==> config.mk <==
export PLATFORM = sky130hd
export DESIGN_NAME = tcu_top
export DESIGN_NICKNAME = d
export VERILOG_FILES = /design/src/tcu_pkg.sv /design/src/tcu_top.sv /design/src/tcu_apb_regs.sv /design/src/tcu_norm_round.sv /design/src/tcu_dot_acc.sv /design/src/tcu_csa_tree.sv /design/src/tcu_lzc.sv
export SDC_FILE = /design/constraint.sdc
export NUM_CORES = 1
export LEC_CHECK = 0
export BUFFER_PORTS_ARGS = -buffer_cell sky130_fd_sc_hd__clkbuf_2
export CAP_MARGIN = 20
export CORE_UTILIZATION = 55
export CTS_CLUSTER_SIZE = 25
export DETAILED_ROUTE_END_ITERATION = 10
export PLACE_DENSITY = 0.83
export SYNTH_ARGS = -nofsm -noshare
export SYNTH_HDL_FRONTEND = slang
export SYNTH_SLANG_ARGS = --single-unit
==> constraint.sdc <==
create_clock -name pclk -period 11.5 [get_ports pclk]
set_input_delay 2.3 -clock pclk [delete_from_list [all_inputs] [get_ports pclk]]
set_output_delay 2.3 -clock pclk [all_outputs]
set_load 0.05 [all_outputs]
==> src/tcu_pkg.sv <==
package tcu_pkg;

    // Vector geometry
    localparam int NUM_ELEM = 4;
    localparam int ELEM_W   = 8;
    localparam int VEC_W    = NUM_ELEM * ELEM_W;

    // Signed accumulator, wide enough for C plus four full 16-bit products
    localparam int ACC_W = 34;
    // Leading-zero count range is 0 to ACC_W
    localparam int LZC_W = 6;

    // Register and result word width
    localparam int DATA_W = 32;

    // IEEE single-precision fields
    localparam int FP_EXP_W  = 8;
    localparam int FP_FRAC_W = 23;

    // APB byte offsets
    localparam int APB_AW = 8;
    localparam logic [APB_AW-1:0] ADDR_A      = 8'h00;
    localparam logic [APB_AW-1:0] ADDR_B      = 8'h04;
    localparam logic [APB_AW-1:0] ADDR_C      = 8'h08;
    localparam logic [APB_AW-1:0] ADDR_CTRL   = 8'h0C;
    localparam logic [APB_AW-1:0] ADDR_RESULT = 8'h10;
    localparam logic [APB_AW-1:0] ADDR_STATUS = 8'h14;

    // Output format, CTRL bit 1
    typedef enum logic {
        FMT_FP  = 1'b0,
        FMT_INT = 1'b1
    } tcu_fmt_e;

    // One dot-product request, 105 bits
    typedef struct packed {
        logic [VEC_W-1:0]    a;
        logic [VEC_W-1:0]    b;
        logic [DATA_W-1:0]   c;
        tcu_fmt_e            fmt;
        logic [FP_EXP_W-1:0] scale_exp;
    } tcu_req_t;

    // Exact sum plus the fields the normalize stage still needs
    typedef struct packed {
        logic [ACC_W-1:0]    acc;
        tcu_fmt_e            fmt;
        logic [FP_EXP_W-1:0] scale_exp;
    } tcu_acc_t;

endpackage
==> src/tcu_top.sv <==
`timescale 1ns/1ps

module tcu_top import tcu_pkg::*; (
    input  logic              pclk,
    input  logic              rst,
    input  logic              psel,
    input  logic              penable,
    input  logic              pwrite,
    input  logic [APB_AW-1:0] paddr,
    input  logic [DATA_W-1:0] pwdata,
    output logic [DATA_W-1:0] prdata,
    output logic              pready,
    output logic              pslverr
);

    // Register block to dot stage
    logic              start_valid;
    tcu_req_t          req;
    // Dot stage to normalize stage
    logic              acc_valid;
    tcu_acc_t          acc;
    // Normalize stage back to the registers
    logic              res_valid;
    logic [DATA_W-1:0] result;

    tcu_apb_regs u_regs (
        .pclk        (pclk),
        .rst         (rst),
        .psel        (psel),
        .penable     (penable),
        .pwrite      (pwrite),
        .paddr       (paddr),
        .pwdata      (pwdata),
        .prdata      (prdata),
        .pready      (pready),
        .pslverr     (pslverr),
        .start_valid (start_valid),
        .req         (req),
        .res_valid   (res_valid),
        .result      (result)
    );

    // Stage 1, exact dot product plus C
    tcu_dot_acc u_dot (
        .clk       (pclk),
        .rst       (rst),
        .req_valid (start_valid),
        .req       (req),
        .acc_valid (acc_valid),
        .acc_out   (acc)
    );

    // Stage 2, normalize, round and format select
    tcu_norm_round u_norm (
        .clk       (pclk),
        .rst       (rst),
        .acc_valid (acc_valid),
        .acc_in    (acc),
        .res_valid (res_valid),
        .result    (result)
    );

endmodule

==> src/tcu_apb_regs.sv <==
`timescale 1ns/1ps

module tcu_apb_regs import tcu_pkg::*; (
    input  logic              pclk,
    input  logic              rst,
    input  logic              psel,
    input  logic              penable,
    input  logic              pwrite,
    input  logic [APB_AW-1:0] paddr,
    input  logic [DATA_W-1:0] pwdata,
    output logic [DATA_W-1:0] prdata,
    output logic              pready,
    output logic              pslverr,
    output logic              start_valid,
    output tcu_req_t          req,
    input  logic              res_valid,
    input  logic [DATA_W-1:0] result
);

    // Operand and control registers
    tcu_req_t          req_q;
    logic [DATA_W-1:0] result_q;
    logic              done_q;
    logic              wr_en;
    logic              ctrl_wr;

    // Write completes in the access phase
    assign wr_en   = psel & penable & pwrite;
    assign ctrl_wr = wr_en && (paddr == ADDR_CTRL);

    // Start pulse on the CTRL access cycle with bit 0 set
    assign start_valid = ctrl_wr & pwdata[0];

    // Control fields come straight from the bus in the start cycle
    always_comb begin
        req = req_q;
        if (ctrl_wr) begin
            req.fmt       = tcu_fmt_e'(pwdata[1]);
            req.scale_exp = pwdata[15:8];
        end
    end

    always_ff @(posedge pclk) begin
        if (rst) begin
            req_q    <= '0;
            result_q <= '0;
            done_q   <= 1'b0;
        end else begin
            if (wr_en && paddr == ADDR_A) begin
                req_q.a <= pwdata;
            end
            if (wr_en && paddr == ADDR_B) begin
                req_q.b <= pwdata;
            end
            if (wr_en && paddr == ADDR_C) begin
                req_q.c <= pwdata;
            end
            if (ctrl_wr) begin
                req_q.fmt       <= tcu_fmt_e'(pwdata[1]);
                req_q.scale_exp <= pwdata[15:8];
            end
            if (res_valid) begin
                result_q <= result;
                done_q   <= 1'b1;
            end
            // A new start wins over an older result arriving
            if (start_valid) begin
                done_q <= 1'b0;
            end
        end
    end

    // Read mux, RESULT and STATUS see an arriving result in the same cycle
    always_comb begin
        prdata = '0;
        if (psel && !pwrite) begin
            case (paddr)
                ADDR_A:      prdata = req_q.a;
                ADDR_B:      prdata = req_q.b;
                ADDR_C:      prdata = req_q.c;
                ADDR_CTRL:   prdata = {16'b0, req_q.scale_exp, 6'b0, req_q.fmt, 1'b0};
                ADDR_RESULT: prdata = res_valid ? result : result_q;
                ADDR_STATUS: prdata = {31'b0, done_q | res_valid};
                default:     prdata = '0;
            endcase
        end
    end

    // Zero wait states, no error responses
    assign pready  = 1'b1;
    assign pslverr = 1'b0;

    // APB phase ordering from the master
    a_penable_needs_psel: assert property (@(posedge pclk) disable iff (rst) penable |-> psel)
        else $error("penable without psel");

endmodule

==> src/tcu_norm_round.sv <==
`timescale 1ns/1ps

module tcu_norm_round import tcu_pkg::*; (
    input  logic              clk,
    input  logic              rst,
    input  logic              acc_valid,
    input  tcu_acc_t          acc_in,
    output logic              res_valid,
    output logic [DATA_W-1:0] result
);

    logic                   sign;
    logic [ACC_W-1:0]       mag;
    logic [ACC_W-1:0]       norm;
    logic [LZC_W-1:0]       lz_count;
    logic                   all_zero;
    logic                   lsb;
    logic                   guard_bit;
    logic                   round_bit;
    logic                   sticky_bit;
    logic                   round_up;
    logic [FP_FRAC_W:0]     frac_rnd;
    logic [FP_EXP_W-1:0]    exp_biased;
    logic [DATA_W-1:0]      fp_res;
    logic [DATA_W-1:0]      int_res;

    // Sign and magnitude of the two's complement sum
    assign sign = acc_in.acc[ACC_W-1];
    assign mag  = sign ? -acc_in.acc : acc_in.acc;

    tcu_lzc u_lzc (
        .data_in  (mag),
        .count    (lz_count),
        .all_zero (all_zero)
    );

    // Leading one lands on the MSB, it becomes the hidden bit
    assign norm = mag << lz_count;

    // RNE on the 23 bits below the hidden one
    assign lsb        = norm[ACC_W-1-FP_FRAC_W];
    assign guard_bit  = norm[ACC_W-2-FP_FRAC_W];
    assign round_bit  = norm[ACC_W-3-FP_FRAC_W];
    assign sticky_bit = |norm[ACC_W-4-FP_FRAC_W:0];
    // Above half always up, exact half only when odd
    assign round_up   = guard_bit & (round_bit | sticky_bit | lsb);

    // Extra top bit catches the all-ones fraction overflow
    assign frac_rnd = {1'b0, norm[ACC_W-2 -: FP_FRAC_W]} + (FP_FRAC_W+1)'(round_up);

    // Leading one at bit ACC_W-1-count scales the shared exponent
    // Fraction overflow bumps it by one, low fraction bits are already zero then
    assign exp_biased = acc_in.scale_exp + FP_EXP_W'(ACC_W - 1) - FP_EXP_W'(lz_count)
                      + FP_EXP_W'(frac_rnd[FP_FRAC_W]);

    // Zero sum packs as +0
    assign fp_res = all_zero ? '0 : {sign, exp_biased, frac_rnd[FP_FRAC_W-1:0]};

    // Integer mode wraps to 32 bits
    assign int_res = acc_in.acc[DATA_W-1:0];

    always_ff @(posedge clk) begin
        if (rst) begin
            res_valid <= 1'b0;
        end else begin
            res_valid <= acc_valid;
        end
    end

    // Result register, format select at the input
    always_ff @(posedge clk) begin
        if (acc_valid) begin
            result <= (acc_in.fmt == FMT_INT) ? int_res : fp_res;
        end
    end

    // Shift amount from the counter must actually normalize
    a_norm_top_bit: assert property (@(posedge clk) disable iff (rst)
        acc_valid && acc_in.fmt == FMT_FP && !all_zero |-> norm[ACC_W-1])
        else $error("normalized magnitude lost its leading one");

endmodule

==> src/tcu_dot_acc.sv <==
`timescale 1ns/1ps

module tcu_dot_acc import tcu_pkg::*; (
    input  logic     clk,
    input  logic     rst,
    input  logic     req_valid,
    input  tcu_req_t req,
    output logic     acc_valid,
    output tcu_acc_t acc_out
);

    localparam int PROD_W = 2 * ELEM_W;

    // Products plus C, all widened to the accumulator
    logic signed [PROD_W-1:0]         prod [NUM_ELEM];
    logic [(NUM_ELEM+1)*ACC_W-1:0]    ops;
    logic [ACC_W-1:0]                 sum;

    always_comb begin
        for (int i = 0; i < NUM_ELEM; i++) begin
            // Signed 8x8 multiply, full 16-bit product
            prod[i] = $signed(req.a[i*ELEM_W +: ELEM_W]) * $signed(req.b[i*ELEM_W +: ELEM_W]);
            ops[i*ACC_W +: ACC_W] = {{(ACC_W - PROD_W){prod[i][PROD_W-1]}}, prod[i]};
        end
        // Addend C goes in the top slot
        ops[NUM_ELEM*ACC_W +: ACC_W] = {{(ACC_W - DATA_W){req.c[DATA_W-1]}}, req.c};
    end

    // Exact sum of all five terms
    tcu_csa_tree #(
        .N (NUM_ELEM + 1),
        .W (ACC_W)
    ) u_csa (
        .operands (ops),
        .sum      (sum)
    );

    // Valid bit follows the request by one cycle
    always_ff @(posedge clk) begin
        if (rst) begin
            acc_valid <= 1'b0;
        end else begin
            acc_valid <= req_valid;
        end
    end

    // Payload only moves with a request
    always_ff @(posedge clk) begin
        if (req_valid) begin
            acc_out.acc       <= sum;
            acc_out.fmt       <= req.fmt;
            acc_out.scale_exp <= req.scale_exp;
        end
    end

    // Pipeline comes out of reset empty
    a_no_valid_after_rst: assert property (@(posedge clk) rst |=> !acc_valid)
        else $error("acc_valid high right after reset");

endmodule

==> src/tcu_csa_tree.sv <==
`timescale 1ns/1ps

module tcu_csa_tree #(
    parameter int N = 5,
    parameter int W = 32
) (
    input  logic [N*W-1:0] operands,
    output logic [W-1:0]   sum
);

    // Sum and carry rows after each compressor level
    logic [W-1:0] s_row [1:N-1];
    logic [W-1:0] c_row [1:N-1];

    // First two operands seed the redundant pair
    assign s_row[1] = operands[0 +: W];
    assign c_row[1] = operands[W +: W];

    // One 3:2 compressor per remaining operand
    for (genvar i = 2; i < N; i++) begin : g_csa
        logic [W-1:0] x;
        logic [W-1:0] maj;

        assign x   = operands[i*W +: W];
        assign maj = (s_row[i-1] & c_row[i-1]) | (s_row[i-1] & x) | (c_row[i-1] & x);

        // Bitwise sum stays in place
        assign s_row[i] = s_row[i-1] ^ c_row[i-1] ^ x;
        // Majority moves up one bit, top carry drops out mod 2^W
        assign c_row[i] = {maj[W-2:0], 1'b0};
    end

    // Single carry-propagate add resolves the two rows
    assign sum = s_row[N-1] + c_row[N-1];

endmodule

==> src/tcu_lzc.sv <==
`timescale 1ns/1ps

module tcu_lzc import tcu_pkg::*; (
    input  logic [ACC_W-1:0] data_in,
    output logic [LZC_W-1:0] count,
    output logic             all_zero
);

    // Priority encoder over the magnitude
    // Scan from LSB up so the highest set bit is the last one written
    always_comb begin
        count = LZC_W'(ACC_W);
        for (int i = 0; i < ACC_W; i++) begin
            if (data_in[i]) begin
                // Zeros above bit i
                count = LZC_W'(ACC_W - 1 - i);
            end
        end
    end

    // Zero input has no leading one, count stays at ACC_W
    assign all_zero = ~|data_in;

endmodule

==> results of run 1 <==
==> cell usage after synthesis (17+ instances only) <==
library cell	n
nand2_1	383
inv_1	377
fa_1	285
a21oi_1	203
nor2_1	203
ha_1	164
and2_1	162
clkbuf_1	161
dfxtp_1	140
xnor2_1	111
o21ai_0	77
edfxtp_1	75
mux2i_1	66
a211oi_1	64
nor3_1	44
nand3_1	40
nand2b_1	37
xor2_1	36
a22oi_1	35
o21bai_1	30
a21o_1	26
buf_2	24
nand4_1	21
a31oi_1	20
nor4_1	20
o211ai_1	18
and3_1	17
==> worst min-delay path by stage <==
stage                   startpoint                   to  depth (start not counted)  slack (ns)
2_1_floorplan       u_regs.req[10]       u_regs.req[10]                          2        0.45
3_3_place_gp    u_regs.result_q[0]   u_regs.result_q[0]                          2        0.47
3_5_place_dp   u_regs.result_q[31]  u_regs.result_q[31]                          2        0.48
4_1_cts              u_regs.req[9]        u_regs.req[9]                          2        0.49
5_1_grt              u_regs.done_q        u_regs.done_q                          2        0.52
6_report             u_regs.done_q        u_regs.done_q                          2        0.50
==> sequential cells by signal (all words and copies together), names as in the netlist <==
register	cells
u_norm.res_valid	1
u_dot.acc_valid	1
u_regs.result_q	32
u_regs.req	96
u_regs.done_q	1
u_norm.result	32
u_dot.acc_out	43
u_regs.req_q	9
==> worst min-delay path, stage by stage, from the launching register on <==
cell	delay [ns]
dfxtp_1	0.31
nor2_1	0.10
nor3_1	0.04
==> power groups by stage <==
stage	registers, mW	clock network, mW	logic (mW)
floorplan	0.798	0	0.0156
global placement	0.798	0	0.0334
detailed placement	0.798	0	0.0332
CTS	0.781	0.779	0.0334
global route	0.781	0.810	0.0361
finish	0.781	0.783	0.0343
==> cells by family (layout without fill, tap and decap cells) <==
| family | Yosys count | in the layout | synth area share [%] |
|---|---|---|---|
| other | 2 | 4 | 0.0281 |
| AOI/OAI and AO/OA | 648 | 648 | 16.4 |
| buffers and inverters | 582 | 523 | 8.48 |
| muxes | 84 | 84 | 3.31 |
| xor gates and xnor gates | 147 | 147 | 4.81 |
| adders and majority gates | 449 | 449 | 29.0 |
| and+or+nand+nor | 1034 | 1034 | 19.1 |
| DFF | 215 | 215 | 18.9 |
==> metal layers <==
metal	track usage, %	share of wire, %
met1	43.0	39
met2	49.5	46
met3	5.73	11
met4	11.3	4.1
met5	0	0.017
==> per-stage QoR <==
stage | hold slack, ns | setup slack (ns) | utilization, %
floorplan | 0.446 | 2.43 | -
global placement | 0.468 | 1.66 | 57.0
detailed placement | 0.479 | 1.42 | 57.0
CTS | 0.492 | 1.37 | 58.6
global route | 0.520 | 0.651 | 58.6
finish | 0.496 | 1.37 | 58.6
==> layout make-up <==
| type | instances | area, um2 |
|---|---|---|
| flip-flops and latches | 215 | 5060 |
| multi-input cells | 2364 | 19400 |
| well taps | 615 | 769 |
| clock inverters | 10 | 140 |
| clock buffers | 31 | 626 |
| diodes | 2 | 5.00 |
| repair buffers | 102 | 578 |
| fillers | 4117 | 19800 |
| inverters | 380 | 1430 |
==> metrics, run 1 <==
CTS Buffer Depth 3; Yosys warning count 0; Root Driver clkbuf_16; area leader, netlist fa_1; Clk network pwr share 49.0%; detailed placement HPWL 59800 um; vias in the first global route 22448; Core Area 47800 um2; min cycle time layout 10.13 ns; Final Instance Area 28000 um2; Pins Over Slew Limit 0; drt drc 0; cell area after synthesis about 27000 um2; Slowest cell on crit path inv_1; RSZ-0062 raised after global routing no; crit path launch u_regs.req[43]; DR iter-0 viols 2937; Post-Synthesis Cells 3161; Critical path destination u_dot.acc_out[42]; TNS Setup 0 ns; first-pass GRT wire length 124000 um; GRT Util Overall approximately a third; Unique masters post-synth 106; Max rail drop VDD about 0.000096 V; Syn Nets 3655; GRT overflow 0; CP Capture Type register; post-DR wirelength/cell 20.8 um; io pins 79; row count 80; antenna violation net count after detailed routing 0; relative slew slack ~17%; slowest stage delay, CP 0.58 ns; NetSw ~0.36 mW; Vias per Instance 6.25; synth top area cells fa_1, dfxtp_1, edfxtp_1; final hold vios 0; Setup-failing EPs final 0; clk sink count 215; H-tree level count 1; initial antenna violation count 3; Startpoint Class register; Worst Path Arrival 10.50 ns; die height 222 um; share of cells above drive strength 1 roughly 7.4%; Final #Nets 3580; Power, Total between 1.5 and 2 mW; Placed Cells around 3700; Post-CTS Setup Inserts 0; WS Path Type reg2reg; final wirelength just under 80000 um; MaxCap Viol Count 0; outcome complete, no violations; Fin Clk Skew 0.0141 ns; Die X-Extent 222 um; internal power 1.24 mW; combinational power share around 2.1%; crit path max fanout 16; reg-to-reg endpoint u_dot.acc_out[42]; Yosys top cell area share 21.3%; clk slew on worst S/H paths 0.07 ns; leakage ~12 nW; TritonCTS clock tree built; PD cells 57.0 nW/um2; R2R cell count 35; routability cong. slightly above 1; min-delay worst type reg2reg; cell family with most CP delay adder cells; final worst-path cycle share 88.1%; input/output buffers 76; non-filler cells, final around 3700; most used cell, CP fa_1; vias after detailed routing 23249; most common cell after layout, fill and taps aside nand2_1; worst-skew pair later-pin latency between 0.5 and 0.6 ns; Worst R2R Setup Slack roughly 1.4 ns; most frequent cells in the layout nand2_1, inv_1, fa_1, a21oi_1, nor2_1; Post-CTS Hold Buffers 0; Initial Util 55.9%; CTS buffer count 23; share of flip-flops with an asynchronous set or reset 0%; DR pass1 iterations 6; FF+latch count, synth 215; EDFF count, synth 75; CP bufs+invs 5; Worst EP required 11.86 ns; f_max 0.0987 GHz; CP Depth 35; CTS resizes 0; full die area 49500 um2; mean post-synth cell area 8.46 um2; Sw Share 22.3%; Main synth FF type dfxtp_1; largest net degree at the start of global routing 78; register area share after synthesis 18.9%; sequential power share 48.9%; Placed Area between 20000 and 30000 um2; slew of the pin with the lowest slew margin 1.24 ns; Reg2Reg Launch Point u_regs.req[43]; area delta synth->final 4.88%
No activity file was read; power rests on OpenSTA's default activity.
==> run 2: changes to the inputs <==
--- a/config.mk
+++ b/config.mk
@@ -5,6 +5,7 @@
 export SDC_FILE = /design/constraint.sdc
 export NUM_CORES = 1
 export LEC_CHECK = 0
+export ABC_AREA = 1
 export BUFFER_PORTS_ARGS = -buffer_cell sky130_fd_sc_hd__clkbuf_2
 export CAP_MARGIN = 20
 export CORE_UTILIZATION = 55
==> metrics, run 2 <==
outcome complete, no violations (unchanged); io pins 79 (unchanged); Yosys top cell area share 22.5% (was 21.3%); Final #Nets 3836 (was 3580); Pins Over Slew Limit 0 (unchanged); routability cong. 1.03 (was 1.02); Worst Path Arrival 10.17 ns (was 10.50 ns); Main synth FF type dfxtp_1 (unchanged); CTS buffer count 24 (was 23); vias after detailed routing 22332 (was 23249); TritonCTS clock tree built (unchanged); slowest stage delay, CP 0.57 ns (was 0.58 ns); share of flip-flops with an asynchronous set or reset 0% (unchanged); dpl ws 1.78 ns (was 1.42 ns); area leader, netlist fa_1 (unchanged); full die area 47000 um2 (was 49500 um2); Max rail drop VDD 0.000106 V (was 0.0000962 V); CTS Buffer Depth 3 (unchanged); Die X-Extent 217 um (was 222 um); die height 217 um (was 222 um); FF+latch count, synth 215 (unchanged); combinational power share 2.4% (was 2.1%); Post-CTS Setup Inserts 0 (unchanged); most used cell, CP a21oi_1 (was fa_1); f_max 0.101 GHz (was 0.0987 GHz); min-delay worst type reg2reg (unchanged); clk sink count 215 (unchanged); largest net degree at the start of global routing 98 (was 78); CP bufs+invs 7 (was 5); NetSw 0.359 mW (was 0.357 mW); Core Area 45500 um2 (was 47800 um2); final worst slack 1.62 ns (was 1.37 ns); worst-skew pair later-pin latency 0.56 ns (was 0.54 ns); leakage 13.4 nW (was 11.6 nW); Syn Nets 3870 (was 3655); count leader, synth inv_1 (was nand2_1); non-filler cells, final 3959 (was 3719); CP Capture Type register (unchanged); drt drc 0 (unchanged); top cells by count, synth inv_1, nand2_1, nor2_1 (was nand2_1, inv_1, fa_1); cell family with most CP delay adder cells (unchanged); WS Path Type reg2reg (unchanged); share of cells above drive strength 1 6.46% (was 7.41%); CTS resizes 0 (unchanged); Setup-failing EPs final 0 (unchanged); Sw Share 22.1% (was 22.3%); input/output buffers 76 (unchanged); final wirelength 74300 um (was 77300 um); mean post-synth cell area 7.52 um2 (was 8.46 um2); final worst-path cycle share 85.9% (was 88.1%); first-pass GRT wire length 119000 um (was 124000 um); DR iter-0 viols 2321 (was 2937); sequential power share 48.1% (was 48.9%); Final Instance Area 26900 um2 (was 28000 um2); Startpoint Class register (unchanged); Post-CTS Hold Buffers 0 (unchanged); MaxCap Viol Count 0 (unchanged); relative slew slack 33.3% (was 17.3%); crit path max fanout 16 (unchanged); synth top area cells fa_1, dfxtp_1, inv_1 (was fa_1, dfxtp_1, edfxtp_1); Placed Cells 3914 (was 3676); Slowest cell on crit path inv_1 (unchanged); slew of the pin with the lowest slew margin 1.00 ns (was 1.24 ns); Placed Area 26000 um2 (was 27300 um2); most common cell after layout, fill and taps aside inv_1 (was nand2_1); area delta synth->final 5.83% (was 4.88%); EDFF count, synth 75 (unchanged); cell area after synthesis 25400 um2 (was 26700 um2); Fin Clk Skew 0.0432 ns (was 0.0141 ns); Root Driver clkbuf_16 (unchanged); vias in the first global route 21946 (was 22448); TNS Setup 0 ns (unchanged); final hold vios 0 (unchanged); min cycle time layout 9.88 ns (was 10.13 ns); Ant. Diodes 0 (was 2); Initial Util 55.8% (was 55.9%); Post-Synthesis Cells 3376 (was 3161); Worst EP required 11.79 ns (was 11.86 ns); row count 78 (was 80); H-tree level count 1 (unchanged); post-DR wirelength/cell 18.8 um (was 20.8 um); internal power 1.27 mW (was 1.24 mW); initial antenna violation count 0 (was 3); Vias per Instance 5.64 (was 6.25); Clk network pwr share 49.5% (was 49.0%); Yosys warning count 0 (unchanged); GRT overflow 0 (unchanged); PD cells 60.5 nW/um2 (was 57.0 nW/um2); Unique masters post-synth 54 (was 106); max reg flops 96 (unchanged); GRT Util Overall 32.5% (was 31.3%); detailed placement HPWL 59100 um (was 59800 um); register area share after synthesis 19.9% (was 18.9%); most frequent cells in the layout inv_1, nand2_1, nor2_1, fa_1, nand3_1 (was nand2_1, inv_1, fa_1, a21oi_1, nor2_1); antenna violation net count after detailed routing 0 (unchanged); clk slew on worst S/H paths 0.07 ns (about the same); Power, Total 1.63 mW (was 1.60 mW); DR pass1 iterations 6 (unchanged); RSZ-0062 raised after global routing no (unchanged)
==> run 2: worst paths after layout <==
check	startpoint	end	slack (ns)	cells after the start
setup / recovery	u_regs.req[48]	u_dot.acc_out[40]	1.62	43
hold / removal	u_regs.result_q[28]	u_regs.result_q[28]	0.52	2
setup reg to reg	u_regs.req[48]	u_dot.acc_out[40]	1.62	43
hold reg to reg	u_regs.result_q[28]	u_regs.result_q[28]	0.52	2
==> run 2: final cells by class <==
type | count | area (um2)
clock buffers | 32 | 703
clock inverters | 11 | 118
fillers | 4010 | 18600
inverters | 692 | 2600
multi-input cells | 2311 | 17100
flip-flops and latches | 215 | 5060
well taps | 600 | 751
repair buffers | 98 | 578
==> run 2: metal layers <==
layer	part of all wire (%)	vias to the layer above	GRT usage [%]
li1	-	10386	-
met1	40	10530	43.0
met2	45	1200	51.5
met3	9.8	216	5.37
met4	5.7	0	16.5
met5	0	-	0
==> run 2: stage by stage <==
stage	hold slack (ns)	utilization, %
finish	0.515	59.1
global route	0.510	59.1
CTS	0.505	59.0
detailed placement	0.488	57.2
global placement	0.472	57.2
floorplan	0.449	-
==> run 2: kinds of logic (layout without fill, tap and decap cells) <==
| family | Yosys count | in the layout | share of synthesized area, % |
|---|---|---|---|
| other | 2 | 2 | 0.0296 |
| XOR/XNOR | 131 | 131 | 4.64 |
| multiplexers | 32 | 32 | 1.26 |
| buffers and inverters | 850 | 833 | 13.0 |
| adder cells (fa/ha/maj) | 449 | 449 | 30.5 |
| flip-flops | 215 | 215 | 19.9 |
| AND/OR/NAND/NOR | 1298 | 1298 | 21.7 |
| AO/OA/AOI/OAI | 399 | 399 | 8.96 |
==> run 2: tightest hold or removal path: cells and delay by family (launching register included) <==
kind          cells  cell delay, ns
flops             1            0.31
mux               1            0.09
simple gates      1            0.09
==> run 2: power groups by stage <==
stage / combinational, mW / sequential [mW] / clock (mW)
final: 0.0391 / 0.782 / 0.805
after global routing: 0.0417 / 0.782 / 0.836
after CTS: 0.0378 / 0.782 / 0.806
after detailed placement: 0.0375 / 0.799 / 0
after global placement: 0.0369 / 0.799 / 0
after floorplan: 0.0181 / 0.798 / 0
